### src/synapse_pkg.sv
package synapse_pkg;

    // data word and instruction word width.
    localparam int word_w = 16;
    // destination field, the upper part of a move.
    localparam int dest_w = 6;
    // source field, the lower part of a move.
    localparam int src_w = 10;

    // the executing word is read as a move or as raw data.
    // raw data is an inline constant or a branch target.
    typedef union packed {
        struct packed {
            logic [dest_w-1:0] dest;
            logic [src_w-1:0]  src;
        } op;
        logic [word_w-1:0] data;
    } instr_u;

    // control operators in destination space 0x30 to 0x3f.
    localparam logic [dest_w-1:0] dest_clrf     = 6'h30;
    localparam logic [dest_w-1:0] dest_setf     = 6'h31;
    localparam logic [dest_w-1:0] dest_br       = 6'h38;
    localparam logic [dest_w-1:0] dest_bn       = 6'h39;
    localparam logic [dest_w-1:0] dest_ret_addr = 6'h3e;
    // swaps ipr and the return address.
    localparam logic [dest_w-1:0] dest_return   = 6'h3f;

    // source codes above the register file.
    localparam logic [src_w-1:0] src_ret_addr = 10'h03e;
    // top two source bits that select a small constant.
    localparam logic [1:0]       src_small_const_hi = 2'd2;
    localparam logic [src_w-1:0] src_ad0  = 10'h300;
    localparam logic [src_w-1:0] src_ad1  = 10'h310;
    localparam logic [src_w-1:0] src_and0 = 10'h330;
    localparam logic [src_w-1:0] src_or0  = 10'h334;
    localparam logic [src_w-1:0] src_xor0 = 10'h338;
    localparam logic [src_w-1:0] src_sh1r = 10'h350;
    localparam logic [src_w-1:0] src_sh1l = 10'h351;
    localparam logic [src_w-1:0] src_sh4l = 10'h352;
    localparam logic [src_w-1:0] src_sh4r = 10'h353;
    localparam logic [src_w-1:0] src_neg1 = 10'h360;
    // inline constant, taken from the next code word.
    localparam logic [src_w-1:0] src_imm16 = 10'h3a0;

    // bit positions in the flag vector.
    // bits 8 to 15 always read 1.
    localparam int flag_z0        = 0;
    localparam int flag_z2        = 1;
    // no adder behind this one, reads 0.
    localparam int flag_z4        = 2;
    localparam int flag_and0_zero = 3;
    localparam int flag_carry     = 4;
    localparam int flag_lt        = 5;
    localparam int flag_gt        = 6;
    localparam int flag_eq        = 7;

endpackage

### src/syn_alu.sv
`timescale 1ns/1ps

module syn_alu import synapse_pkg::*; (
    input  logic              sysreset,
    input  logic              sysclk,
    input  logic [word_w-1:0] r0,
    input  logic [word_w-1:0] r1,
    input  logic [word_w-1:0] r2,
    input  logic [word_w-1:0] r3,
    input  logic              op_setf,
    input  logic              op_clrf,
    input  logic              copy_bit0,
    output logic [word_w-1:0] ad0,
    output logic [word_w-1:0] ad1,
    output logic [word_w-1:0] and0,
    output logic [word_w-1:0] or0,
    output logic [word_w-1:0] xor0,
    output logic [word_w-1:0] flags
);

    logic            cin_flag;
    logic            cout_flag;
    logic [word_w:0] ad0_sum;
    logic            eq;
    logic            gt;

    // ad0 adds r0 and r1 with the carry-in flag.
    assign ad0_sum = {1'b0, r0} + {1'b0, r1} + {{word_w{1'b0}}, cin_flag};

    always_ff @(posedge sysreset or posedge sysclk) begin
        if (sysclk) begin
            cin_flag  <= 1'b0;
            cout_flag <= 1'b0;
        end else begin
            // setf and clrf act only when bit 0 of the copied word is set.
            if (op_setf) begin
                cin_flag <= cin_flag || copy_bit0;
            end
            if (op_clrf) begin
                cin_flag <= cin_flag && !copy_bit0;
            end
            cout_flag <= ad0_sum[word_w];
        end
    end

    // result registers follow their operands one cycle later.
    always_ff @(posedge sysreset or posedge sysclk) begin
        if (sysclk) begin
            ad0  <= '0;
            ad1  <= '0;
            and0 <= '0;
            or0  <= '0;
            xor0 <= '0;
        end else begin
            ad0  <= ad0_sum[word_w-1:0];
            ad1  <= r2 + r3;
            and0 <= r0 & r1;
            or0  <= r0 | r1;
            xor0 <= r0 ^ r1;
        end
    end

    // comparator on the live r0 and r1.
    assign eq = (r0 == r1);
    assign gt = (r0 > r1);

    always_comb begin
        // unused upper bits read as 1.
        flags = '1;
        flags[flag_z0]        = ~|r0;
        flags[flag_z2]        = ~|r2;
        flags[flag_z4]        = 1'b0;
        flags[flag_and0_zero] = ~|(r0 & r1);
        flags[flag_carry]     = cout_flag;
        flags[flag_lt]        = !(eq || gt);
        flags[flag_gt]        = gt;
        flags[flag_eq]        = eq;
    end

endmodule

### src/syn_decoder.sv
`timescale 1ns/1ps

module syn_decoder import synapse_pkg::*; #(
    parameter int num_regs = 8
) (
    input  instr_u              exr,
    input  logic                enable_exec,
    output logic                op_clrf,
    output logic                op_setf,
    output logic                op_br,
    output logic                op_bn,
    output logic                op_ret_load,
    output logic                op_return,
    output logic                op_imm16,
    output logic [num_regs-1:0] r_load,
    output logic [num_regs-1:0] r_read
);

    logic [dest_w-1:0] dest;
    logic [src_w-1:0]  src;

    assign dest = exr.op.dest;
    assign src  = exr.op.src;

    // control operators.
    // every strobe is dead while the slot is skipped or stalled.
    assign op_clrf     = enable_exec && (dest == dest_clrf);
    assign op_setf     = enable_exec && (dest == dest_setf);
    assign op_br       = enable_exec && (dest == dest_br);
    assign op_bn       = enable_exec && (dest == dest_bn);
    assign op_ret_load = enable_exec && (dest == dest_ret_addr);
    assign op_return   = enable_exec && (dest == dest_return);

    // inline constant source.
    assign op_imm16 = enable_exec && (src == src_imm16);

    // register file strobes, one bit per register.
    // destinations between num_regs and 0x2f drive nothing.
    for (genvar i = 0; i < num_regs; i++) begin : g_reg
        assign r_load[i] = enable_exec && (dest == dest_w'(i));
        assign r_read[i] = enable_exec && (src == src_w'(i));
    end

endmodule

### src/syn_fetch.sv
`timescale 1ns/1ps

module syn_fetch import synapse_pkg::*; #(
    parameter int ipr_w = 10
) (
    input  logic              sysreset,
    input  logic              sysclk,
    input  instr_u            code_in,
    input  logic              code_ready,
    input  logic              op_br,
    input  logic              op_bn,
    input  logic              op_return,
    input  logic              op_ret_load,
    input  logic              op_imm16,
    input  logic [word_w-1:0] copy_data,
    input  logic [word_w-1:0] flags,
    output logic [ipr_w-1:0]  code_addr,
    output instr_u            exr,
    output logic              enable_exec,
    output logic [ipr_w-1:0]  return_addr
);

    // instruction pointer, two words ahead of exr.
    logic [ipr_w-1:0] ipr;
    // low until the first clock edge after reset.
    logic             run;
    // set until the reset word in exr has executed.
    logic             boot;
    // exr holds an inline constant.
    logic             skip_const;
    // dead slots left after a branch, return or boot.
    logic [1:0]       skip_jump;
    logic             advance;
    logic             selected_flag;
    logic             branch_taken;
    logic             jump;

    // the pipeline moves only while the code memory is ready.
    assign advance = code_ready && run;
    assign enable_exec = advance && !skip_const && (skip_jump == 2'd0);

    // the low four source bits pick the tested flag.
    assign selected_flag = flags[exr.op.src[3:0]];
    assign branch_taken = (op_br && selected_flag) || (op_bn && !selected_flag);
    // a jump refills the pipeline from a new address.
    assign jump = branch_taken || op_return;

    assign code_addr = ipr;

    always_ff @(posedge sysreset or posedge sysclk) begin
        if (sysclk) begin
            run <= 1'b0;
        end else begin
            run <= 1'b1;
        end
    end

    always_ff @(posedge sysreset or posedge sysclk) begin
        if (sysclk) begin
            ipr         <= '0;
            exr         <= '0;
            return_addr <= '0;
            boot        <= 1'b1;
            skip_const  <= 1'b0;
            skip_jump   <= 2'd0;
        end else if (advance) begin
            exr  <= code_in;
            boot <= 1'b0;

            // branch target is the word after the branch.
            if (branch_taken) begin
                ipr <= code_in.data[ipr_w-1:0];
            end else if (op_return) begin
                ipr <= return_addr;
            end else begin
                ipr <= ipr + ipr_w'(1);
            end

            // return saves the address after its own dead slot.
            if (op_return) begin
                return_addr <= ipr;
            end else if (op_ret_load) begin
                return_addr <= copy_data[ipr_w-1:0];
            end

            // the constant word arrives in exr on the next edge.
            skip_const <= op_imm16;

            // a jump leaves two stale words, a branch not taken leaves one.
            // the reset word also leaves one, since code_in repeats address 0.
            if (jump) begin
                skip_jump <= 2'd2;
            end else if (op_br || op_bn || boot) begin
                skip_jump <= 2'd1;
            end else if (skip_jump != 2'd0) begin
                skip_jump <= skip_jump - 2'd1;
            end
        end
    end

endmodule

### src/syn_source_mux.sv
`timescale 1ns/1ps

module syn_source_mux import synapse_pkg::*; #(
    parameter int num_regs = 8
) (
    input  logic [src_w-1:0]               src,
    input  logic [num_regs-1:0][word_w-1:0] r,
    input  logic [word_w-1:0]              return_addr,
    input  instr_u                         code_in,
    input  logic [word_w-1:0]              ad0,
    input  logic [word_w-1:0]              ad1,
    input  logic [word_w-1:0]              and0,
    input  logic [word_w-1:0]              or0,
    input  logic [word_w-1:0]              xor0,
    output logic [word_w-1:0]              copy_data
);

    // shifter operand.
    logic [word_w-1:0] sh_in;

    assign sh_in = r[0];

    always_comb begin
        // any unmapped code reads zero.
        copy_data = '0;

        // 0x200 to 0x2ff carry an 8-bit constant in the source field.
        if (src[src_w-1 -: 2] == src_small_const_hi) begin
            copy_data = {{(word_w-8){1'b0}}, src[7:0]};
        end else begin
            case (src)
                src_ret_addr: copy_data = return_addr;
                src_ad0:      copy_data = ad0;
                src_ad1:      copy_data = ad1;
                src_and0:     copy_data = and0;
                src_or0:      copy_data = or0;
                src_xor0:     copy_data = xor0;
                // shifts of r0 fill with zeros.
                src_sh1r:     copy_data = {1'b0, sh_in[word_w-1:1]};
                src_sh1l:     copy_data = {sh_in[word_w-2:0], 1'b0};
                src_sh4l:     copy_data = {sh_in[word_w-5:0], 4'h0};
                src_sh4r:     copy_data = {4'h0, sh_in[word_w-1:4]};
                src_neg1:     copy_data = '1;
                // the word after the move, still in code_in.
                src_imm16:    copy_data = code_in.data;
                default:      copy_data = '0;
            endcase
        end

        // register file occupies the lowest source codes.
        for (int i = 0; i < num_regs; i++) begin
            if (src == src_w'(i)) begin
                copy_data = r[i];
            end
        end
    end

endmodule

### src/synapse_core.sv
`timescale 1ns/1ps

module synapse_core import synapse_pkg::*; #(
    parameter int num_regs = 8,
    parameter int ipr_w    = 10
) (
    input  logic                           sysreset,
    input  logic                           sysclk,
    input  instr_u                         code_in,
    input  logic                           code_ready,
    input  logic [num_regs-1:0][word_w-1:0] r,
    output logic [ipr_w-1:0]               code_addr,
    output logic [num_regs-1:0]            r_load,
    output logic [num_regs-1:0]            r_read,
    output logic [word_w-1:0]              r_load_data
);

    instr_u            code_in_pass;
    instr_u            exr;
    logic              enable_exec;
    logic [ipr_w-1:0]  return_addr;
    logic [word_w-1:0] return_addr_word;
    logic              op_clrf;
    logic              op_setf;
    logic              op_br;
    logic              op_bn;
    logic              op_ret_load;
    logic              op_return;
    logic              op_imm16;
    logic [word_w-1:0] copy_data;
    logic [word_w-1:0] ad0;
    logic [word_w-1:0] ad1;
    logic [word_w-1:0] and0;
    logic [word_w-1:0] or0;
    logic [word_w-1:0] xor0;
    logic [word_w-1:0] flags;
    // alu operands r0 to r3, zero where the register file is smaller.
    logic [3:0][word_w-1:0] r_op;

    // code_in feeds both the fetch unit and the imm16 source.
    assign code_in_pass = code_in;
    assign return_addr_word = {{(word_w-ipr_w){1'b0}}, return_addr};
    assign r_load_data = copy_data;

    for (genvar i = 0; i < 4; i++) begin : g_operand
        if (i < num_regs) begin : g_present
            assign r_op[i] = r[i];
        end else begin : g_absent
            assign r_op[i] = '0;
        end
    end

    syn_fetch #(
        .ipr_w(ipr_w)
    ) u_fetch (
        .sysreset(sysreset),
        .sysclk(sysclk),
        .code_in(code_in_pass),
        .code_ready(code_ready),
        .op_br(op_br),
        .op_bn(op_bn),
        .op_return(op_return),
        .op_ret_load(op_ret_load),
        .op_imm16(op_imm16),
        .copy_data(copy_data),
        .flags(flags),
        .code_addr(code_addr),
        .exr(exr),
        .enable_exec(enable_exec),
        .return_addr(return_addr)
    );

    syn_decoder #(
        .num_regs(num_regs)
    ) u_decoder (
        .exr(exr),
        .enable_exec(enable_exec),
        .op_clrf(op_clrf),
        .op_setf(op_setf),
        .op_br(op_br),
        .op_bn(op_bn),
        .op_ret_load(op_ret_load),
        .op_return(op_return),
        .op_imm16(op_imm16),
        .r_load(r_load),
        .r_read(r_read)
    );

    syn_alu u_alu (
        .sysreset(sysreset),
        .sysclk(sysclk),
        .r0(r_op[0]),
        .r1(r_op[1]),
        .r2(r_op[2]),
        .r3(r_op[3]),
        .op_setf(op_setf),
        .op_clrf(op_clrf),
        .copy_bit0(copy_data[0]),
        .ad0(ad0),
        .ad1(ad1),
        .and0(and0),
        .or0(or0),
        .xor0(xor0),
        .flags(flags)
    );

    syn_source_mux #(
        .num_regs(num_regs)
    ) u_source_mux (
        .src(exr.op.src),
        .r(r),
        .return_addr(return_addr_word),
        .code_in(code_in_pass),
        .ad0(ad0),
        .ad1(ad1),
        .and0(and0),
        .or0(or0),
        .xor0(xor0),
        .copy_data(copy_data)
    );

endmodule

### config.mk
export PLATFORM = sky130hd
export DESIGN_NAME = synapse_core
export DESIGN_NICKNAME = d
export VERILOG_FILES = /design/src/synapse_pkg.sv /design/src/syn_alu.sv /design/src/syn_decoder.sv /design/src/syn_fetch.sv /design/src/syn_source_mux.sv /design/src/synapse_core.sv
export SDC_FILE = /design/constraint.sdc
export NUM_CORES = 1
export LEC_CHECK = 0
export BUFFER_PORTS_ARGS = -buffer_cell sky130_fd_sc_hd__buf_2
export CAP_MARGIN = 0
export CORE_MARGIN = 2
export CORE_UTILIZATION = 50
export DETAILED_ROUTE_END_ITERATION = 8
export PLACE_DENSITY = 0.74
export SETUP_SLACK_MARGIN = 0.3
export SLEW_MARGIN = 20
export SYNTH_ARGS = -nofsm -noshare
export SYNTH_HDL_FRONTEND = slang
export SYNTH_SLANG_ARGS = --single-unit
### constraint.sdc
create_clock -name sysreset -period 10.16 [get_ports sysreset]
set_clock_uncertainty 0.2 [all_clocks]
set_input_delay 2.032 -clock sysreset [delete_from_list [all_inputs] [get_ports sysreset]]
set_output_delay 2.032 -clock sysreset [all_outputs]
set_load 0.005 [all_outputs]
After elaboration in Yosys (flattened, before gate mapping):

Cells that the tools add are included.

* flip-flop bits (word level): 123
* output and inout bits: 42

* add/sub/neg operators: 5
* order comparisons: 2
* equal/unequal tests: 34
* mux-type cells: 21
* bitwise logic cells: 3
* reduce and logical (&&, ||, !) cells: 54

Operator list (count)
* $pmux 16 s12: 1
* $mux 16: 9
* $eq 10x10->1 const B: 11
* $reduce_or 16->1: 3
* $eq 10x3->1 const B: 4
* $mux 10: 4
* $eq 6x6->1 const B: 6
* $logic_and 1x1->1: 29
* $eq 6x3->1 const B: 4
* $eq 10x2->1 const B: 2
* $add 16x16->17: 1
* $add 17x1->17: 1
* $add 16x16->16: 1
* $and 16x16->16: 1
* $eq 16x16->1: 1
* $gt 16x16->1: 1
* $or 16x16->16: 1
* $xor 16x16->16: 1
* $eq 6x2->1 const B: 2
* $add 10x1->10 const B: 1
* $eq 10x1->1 const B: 1
* $eq 10x6->1 const B: 1
* $logic_not 10->1: 1
* $logic_not 1->1: 7
* 13 further kinds: 25

Depth between registers and ports, before layout:

Gate-level depths: netlist of the first run.

* word-level depth: 14
* depth in mapped cells: 12
* depth with buffers taken out: 12

Modules after synthesis:

A second synthesis of the first run with hierarchy kept.

* cell total of the unflattened synthesis: 1180
* area, all modules: 10122.2 µm²

By module, submodules not included
* syn_alu: instances 1, cells an instance 429, area each 4538.1 µm², sequential area each 2052.0 µm²
* syn_source_mux: instances 1, cells an instance 453, area each 3004.1 µm², sequential area each 0.0 µm²
* syn_fetch: instances 1, cells an instance 253, area each 2257.2 µm², sequential area each 1027.2 µm²
* syn_decoder: instances 1, cells an instance 44, area each 319.1 µm², sequential area each 0.0 µm²
* synapse_core: instances 1, cells an instance 1, area each 3.8 µm², sequential area each 0.0 µm²

Least setup slack after synthesis of the first run:

No wires, ideal clock.

* path type: input to output
* start: input port code_ready
* end: output port r_load[0]
* arrival: 3.164 ns
* required time: 7.928 ns
* path slack: 4.764 ns
* cell stages on the path: 6
* buffers on the path: 1
* cell sequence: and2_1 -> clkbuf_1 -> nand3b_1 -> nor4_1 -> nand2b_1 -> nor3_1

* word-level cells in the longest chain between the ends: 4

Ends and longest elaborated chain
* start: declaration: RTL line synapse_core.sv:10 `input logic code_ready,`
* $logic_and 1x1->1: RTL line syn_fetch.sv:39 `assign advance = code_ready && run;`
* $logic_and 1x1->1 (2 in series): RTL line syn_fetch.sv:40 `assign enable_exec = advance && !skip_const && (skip_jump == 2'd0);`
* $logic_and 1x1->1: RTL line syn_decoder.sv:40 `assign r_load[i] = enable_exec && (dest == dest_w'(i));`
* end: declaration: RTL line synapse_core.sv:13 `output logic [num_regs-1:0] r_load,`

No other way between the ends.

Worst setup path after layout of the first run:

* start: input port code_ready
* end: output port r_read[5]

* word-level cells in the longest chain between the ends: 4

Ends and longest elaborated chain
* $logic_and 1x1->1: RTL line syn_fetch.sv:39
* $logic_and 1x1->1 (2 in series): RTL line syn_fetch.sv:40
* $logic_and 1x1->1: RTL line syn_decoder.sv:41 `assign r_read[i] = enable_exec && (src == src_w'(i));`
* end: declaration: RTL line synapse_core.sv:14 `output logic [num_regs-1:0] r_read,`

No other way between the ends.

==> results_dict.tcl, run 1 <==
set metrics [dict create \
    syn_area_sq_um 9091 \
    path_clk_slew_ps 50 \
    p_leak_nw 5.013 \
    drive_above_1_share_pct 22.35 \
    r2r_end "u_fetch.skip_jump[0]" \
    slew_viol_final 0 \
    critPathArrivalTime_ps 4170 \
    ys_ff_latch 123 \
    nets 1446 \
    syn_to_final_growth_pct 19.09 \
    num_vias 9740 \
    power.clock.fraction_pct 36.8 \
    avgSynthCellArea_sq_um 8.585 \
    cts_setup_buffers 0 \
    clockBufferDepth 2 \
    cp_common_cell "buf_2" \
    grt_usage_pct 38.92 \
    cts-root-buf "clkbuf_16" \
    cp_cell_sequence "buf_2, and2_1, nand3b_1, or3_1, nor2_1, buf_2" \
    tns_ps 0 \
    numCtsBuffers 17 \
    p_comb_share_pct 25.9 \
    grt_max_degree 74 \
    powerDensity_nw_per_um2 153.6 \
    irDropWorstVdd_mv 0.1142 \
    total_power_mw 1.663 \
    synth.distinct_cells 86 \
    tightest_slew_ps 1109 \
    p_int_mw 1.099 \
    grt_pass1_vias 9484 \
    drt-pass1-iter-count 8 \
    gp_congestion 1.013 \
    route.detailed.drc 0 \
    endpoint_kind "primary output" \
    cts.sinks 123 \
    net-switching-power_mw 0.5643 \
    cts_tree "built" \
    max_stage_delay_ps 710 \
    synth_nets 1274 \
    critPathKind "in -> out" \
    synthCells 1059 \
    die_h_um 138.8 \
    synth-main-ff-cell "dfrtp_1" \
    setup_viol 0 \
    post_drt_wl_per_cell_um 25.65 \
    worstRegToRegCells 9 \
    portBuffers 188 \
    max_freq_mhz 156.3 \
    whs_path_depth 1 \
    yosysTopAreaCell "dfrtp_1" \
    totalWireLength_um 37810 \
    dieWidth_um 138.8 \
    relSlewSlack_pct 25.51 \
    ctsResizeCount 0 \
    core_area_sq_um 17900 \
    yosys_warnings 0 \
    antenna_found_initial 0 \
    io_pins 189 \
    r2r_start "u_fetch.exr[0]" \
    hold_violations 0 \
    die_area_sq_um 19280 \
    htreeDepth 4 \
    grt_overflow 0 \
    status "completed" \
    drtIter0Drc 1086 \
    max-cap-violations 0 \
    hpwl_um 28610 \
    yosys.area.top_type_share_pct 33.58 \
    ant_nets 0 \
    hold_end "u_fetch.boot" \
    rsz0062_at_grt "no" \
    yosysSeqAreaShare_pct 33.87 \
    hp-start "u_fetch.boot" \
    async_flop_share_pct 100.0 \
    hold_slack_ps 295.1 \
    synth_edf_count 0 \
    fp-row-count 49 \
    worstPathMaxFanout 24 \
    hold_class "reg -> reg" \
    viasPerCell 6.608 \
    clock_latency_ps 430 \
    finalCritPeriodShare_pct 62.96 \
    share_seq_of_total_power_pct 37.3 \
    switching_share_pct 33.93 \
    start_util_pct 50.78 \
    crit_required_ps 7930 \
    reg2reg_slack_ps 5980 \
    cts_hold_buf 0 \
    synthTopCellsByArea "dfrtp_1, ha_1, nand2_1" \
    cp-start-kind "input pin" \
    fin_crit_ps 6397 \
    grt_pass1_wl_um 56970 \
    cp_slowest_cell "and2_1" \
]
==> critical path, delay by kind of cell <==
family	cells	cell delay [ps]
simple gates	4	1900
buf+inv	2	230
==> final cells by class <==
| cell class | instances | area, sq um |
|---|---|---|
| multi-input combinational | 799 | 5473 |
| fill | 1626 | 7076 |
| sequential | 123 | 3080 |
| inverter | 84 | 317.8 |
| clock buffer | 22 | 474.2 |
| tap | 229 | 286.5 |
| clock inverter | 10 | 116.4 |
| timing repair buffer | 206 | 1076 |
| antenna | 1 | 2.502 |
==> per-stage QoR <==
step                      area, sq um  setup WS [ps]  instances  utilization (%)
after floorplan                  9091           4659       1059                -
final                           10830           3763       1474            60.48
after CTS                       10820           3803       1473            60.42
after global routing            10820           3511       1473            60.46
after global placement          10230           3889       1441            57.12
after detailed placement        10230           3813       1441            57.12
==> metal layers <==
layer,global-route usage (%),up-vias,wire length [um]
met5,0,-,0
met4,21.48,0,2347
met3,8.460,146,3965
met2,61.55,728,17280
met1,49.87,4637,14220
li1,-,4229,-
==> power groups by stage <==
stage	Combinational, mW	Clock (mW)	Sequential, mW
finish	0.431	0.611	0.621
global route	0.467	0.634	0.624
CTS	0.422	0.611	0.617
detailed placement	0.419	0	0.624
global placement	0.413	0	0.625
floorplan	0.276	0	0.589
==> synthesized netlist by cell type (all sizes together) (4+ instances only) <==
master and n:
a2111oi 4, a211oi 12, a21o 9, a21oi 67
a221o 4, a221oi 6, a222oi 15, a22o 6
a22oi 26, a31oi 7, a32o 4, and2 7
and3 17, buf 17, clkbuf 36, dfrtp 122
ha 65, inv 83, mux2i 8, mux4 11
nand2 121, nand2b 9, nand3 44, nand4 18
nor2 82, nor2b 5, nor3 28, nor3b 4
nor4 26, o211ai 15, o21a 6, o21ai 45
o21bai 8, o22ai 17, or2 6, or3 4
or4 6, xnor2 28, xor2 6
==> kinds of logic (layout without fill, tap and decap cells) <==
| logic type | after synthesis | after routing | synth area share [%] |
|---|---|---|---|
| simple gates | 393 | 393 | 21.87 |
| compound gates | 282 | 282 | 21.40 |
| buf+inv | 137 | 322 | 6.083 |
| flops | 123 | 123 | 33.87 |
| fa+ha+maj | 68 | 68 | 9.606 |
| xor+xnor | 34 | 34 | 3.276 |
| mux | 21 | 21 | 3.854 |
| other cells | 1 | 2 | 0.04125 |
==> flip-flops by register name, summed over array words and instances (netlist names), 2 cells and up, named ones only <==
| signal | cells |
|---|---|
| u_fetch.exr | 16 |
| u_fetch.code_addr | 10 |
| u_fetch.skip_jump | 2 |
| u_alu.and0 | 16 |
| u_alu.or0 | 16 |
| u_alu.ad0 | 16 |
| u_alu.xor0 | 16 |
| u_fetch.return_addr | 10 |
| u_alu.ad1 | 16 |
==> layout by cell type, fill, tap and decap left out, types with 8 or more instances in the layout <==
master,synthesis,layout
buf_2,10,188
dfrtp_1,122,121
nand2_1,119,118
inv_1,83,82
nor2_1,81,81
a21oi_1,66,66
ha_1,65,65
nand3_1,43,43
o21ai_0,42,41
xnor2_1,28,28
nor3_1,28,27
a22oi_1,26,26
nor4_1,22,21
nand4_1,18,18
buf_4,1,18
and3_1,17,17
o22ai_1,17,17
clkbuf_16,0,17
o211ai_1,15,15
a222oi_1,15,15
a211oi_1,12,12
mux4_2,11,11
nand2b_1,9,9
a21o_1,9,9
o21bai_1,8,8
mux2i_1,8,8
==> worst max path at each step <==
stage                     startpoint         to  slack, ps  depth (start not counted)
after floorplan               sysclk  async pin       4660                          1
after global placement    code_ready  r_load[0]       3890                          7
after detailed placement  code_ready  r_load[4]       3810                          7
after CTS                 code_ready  r_load[4]       3800                          7
after global routing      code_ready  r_load[0]       3510                          7
final                     code_ready  r_read[5]       3760                          6
Note: power is estimated with default switching activity, not from simulation.
==> inputs of run 2 (changes only) <==
--- a/config.mk
+++ b/config.mk
@@ -10,7 +10,7 @@
 export CORE_MARGIN = 2
 export CORE_UTILIZATION = 50
 export DETAILED_ROUTE_END_ITERATION = 8
-export PLACE_DENSITY = 0.74
+export PLACE_DENSITY = 0.77
 export SETUP_SLACK_MARGIN = 0.3
 export SLEW_MARGIN = 20
 export SYNTH_ARGS = -nofsm -noshare
==> constraint.sdc (replaced) <==
create_clock -name sysreset -period 5.1 [get_ports sysreset]
set_clock_uncertainty 0.2 [all_clocks]
set_input_delay 1.02 -clock sysreset [delete_from_list [all_inputs] [get_ports sysreset]]
set_output_delay 1.02 -clock sysreset [all_outputs]
set_load 0.005 [all_outputs]
==> run 2 against run 1 <==
  * Sequential power up 100%
  * Cell area up 2.1%
  * Count of clock-buffer cells in the layout unchanged
  * Global-route usage up 0.83 points
  * Critical path type is now reg -> out
  * Combinational power up 100%
  * Flip-flop and latch count unchanged
==> results_dict.tcl, run 2 (synthesis results as in run 1) <==
set metrics [dict create \
    cp-start-kind "flop" \
    drtIter0Drc 1429 \
    utilization_pct 61.73 \
    mostFrequentLayoutCell "buf_2" \
    endpoint_kind "primary output" \
    drt-pass1-iter-count 6 \
    grt_usage_pct 39.75 \
    syn_to_final_growth_pct 21.55 \
    finalCritPeriodShare_pct 93.16 \
    rsz0062_at_grt "yes" \
    p_leak_nw 5.144 \
    hold_slack_ps 280.7 \
    drive_above_1_share_pct 23.87 \
    status "completed" \
    n_fill_cell 1591 \
    diodes 0 \
    dieWidth_um 138.8 \
    hold_class "reg -> reg" \
    crit_required_ps 3880 \
    multi_input_area_sq_um 5483 \
    finalNonFillerCells 1494 \
    ff_latch_area_sq_um 3080 \
    nets 1467 \
    max-cap-violations 0 \
    setup_viol 0 \
    tightest_slew_ps 800.0 \
    num_vias 9861 \
    fp-row-count 49 \
    cp_num_buf_inv 4 \
    start_util_pct 50.78 \
    final_cell_mix "buf_2, dfrtp_1, nand2_1, inv_1, nor2_1" \
    cts_hold_buf 0 \
    total_power_mw 3.407 \
    path_clk_slew_ps 60 \
    fin_crit_ps 4751 \
    post_drt_wl_per_cell_um 25.97 \
    totalWireLength_um 38800 \
    antenna_found_initial 0 \
    clockBufferDepth 2 \
    dp_cells 1462 \
    cts_tree "built" \
    io_pins 189 \
    hold_violations 0 \
    ant_nets 0 \
    cp_cell_sequence "nor2b_1, buf_4, nand4_1, buf_4, o21ai_0, a31oi_1, o21ai_0, inv_1, buf_2" \
    cp_slowest_cell "dfrtp_2" \
    grt_pass1_vias 9554 \
    critPathKind "reg -> out" \
    portBuffers 188 \
    viasPerCell 6.600 \
    irDropWorstVdd_mv 0.2245 \
    clock_latency_ps 430 \
    numCtsBuffers 17 \
    grt_overflow 0 \
    max_freq_mhz 210.5 \
    core_area_sq_um 17900 \
    grt_max_degree 69 \
    max_stage_delay_ps 690 \
    hpwl_um 29890 \
    htreeDepth 4 \
    cts.sinks 123 \
    route.detailed.drc 0 \
    relSlewSlack_pct 46.22 \
    gp_congestion 1.074 \
    die_h_um 138.8 \
    die_area_sq_um 19280 \
    grt_pass1_wl_um 57500 \
    critPathArrivalTime_ps 3530 \
    crit_family "compound AO/OA/AOI/OAI gates" \
    powerDensity_nw_per_um2 308.3 \
    cts_setup_buffers 0 \
    worstPathMaxFanout 21 \
    tns_ps 0 \
    slew_viol_final 0 \
    cts-root-buf "clkbuf_16" \
]
[run 2: metrics by stage]
stage	area, sq um	setup slack, ps
finish	11050	348.8
global route	11050	259.3
CTS	11040	302.5
detailed placement	10410	403.9
global placement	10410	475.8
floorplan	9091	610.8
[run 2: path summary, 6_finish.rpt]
path | startpoint | end | slack [ps] | cells after the start
hold / removal | u_fetch.skip_const | u_fetch.skip_const | 280 | 2
min in group asynchronous | sysclk | u_fetch.exr[7] | 520 | 2
setup / recovery | u_fetch.exr[0] | r_load_data[9] | 350 | 9
max in group asynchronous | sysclk | u_alu.ad1[15] | 3360 | 3
hold reg to reg | u_fetch.skip_const | u_fetch.skip_const | 280 | 2
setup reg to reg | u_fetch.skip_jump[0] | u_fetch.skip_jump[0] | 1450 | 9
[run 2: timing repair]
item | 4_1_cts | 5_1_grt
pin swaps | 0 | 0
gates resized for setup | 1 | 4
cloned | 0 | 0
endpoints found under the setup margin | 1 | 9
[run 2: area by class of cell]
cell class,count,share of cell area (%)
repair buffers,227,11.39
well taps,229,2.593
flip-flops and latches,123,27.88
clock buffers,22,4.382
multi-input cells,799,49.62
inverters,84,2.876
clock inverters,10,1.268
[run 2: metal layers]
| layer | track usage [%] | up-vias | part of all wire [%] |
|---|---|---|---|
| met3 | 8.149 | 167 | 11 |
| met4 | 22.59 | 0 | 6.8 |
| li1 | - | 4277 | - |
| met5 | 0 | - | 0 |
| met1 | 50.26 | 4724 | 37 |
| met2 | 63.75 | 693 | 46 |
[run 2: worst min-delay path, stage by stage, from the launching register on]
cell	delay [ps]
dfrtp_1	340
nand2_1	50
o21ai_0	60
[run 2: where the power goes]
part           leakage (nW)  internal (mW)  switching, mW
combinational          3.36          0.349          0.529
clock                 0.298          0.820          0.465
sequential             1.48           1.10          0.144
total                  5.14           2.27           1.14
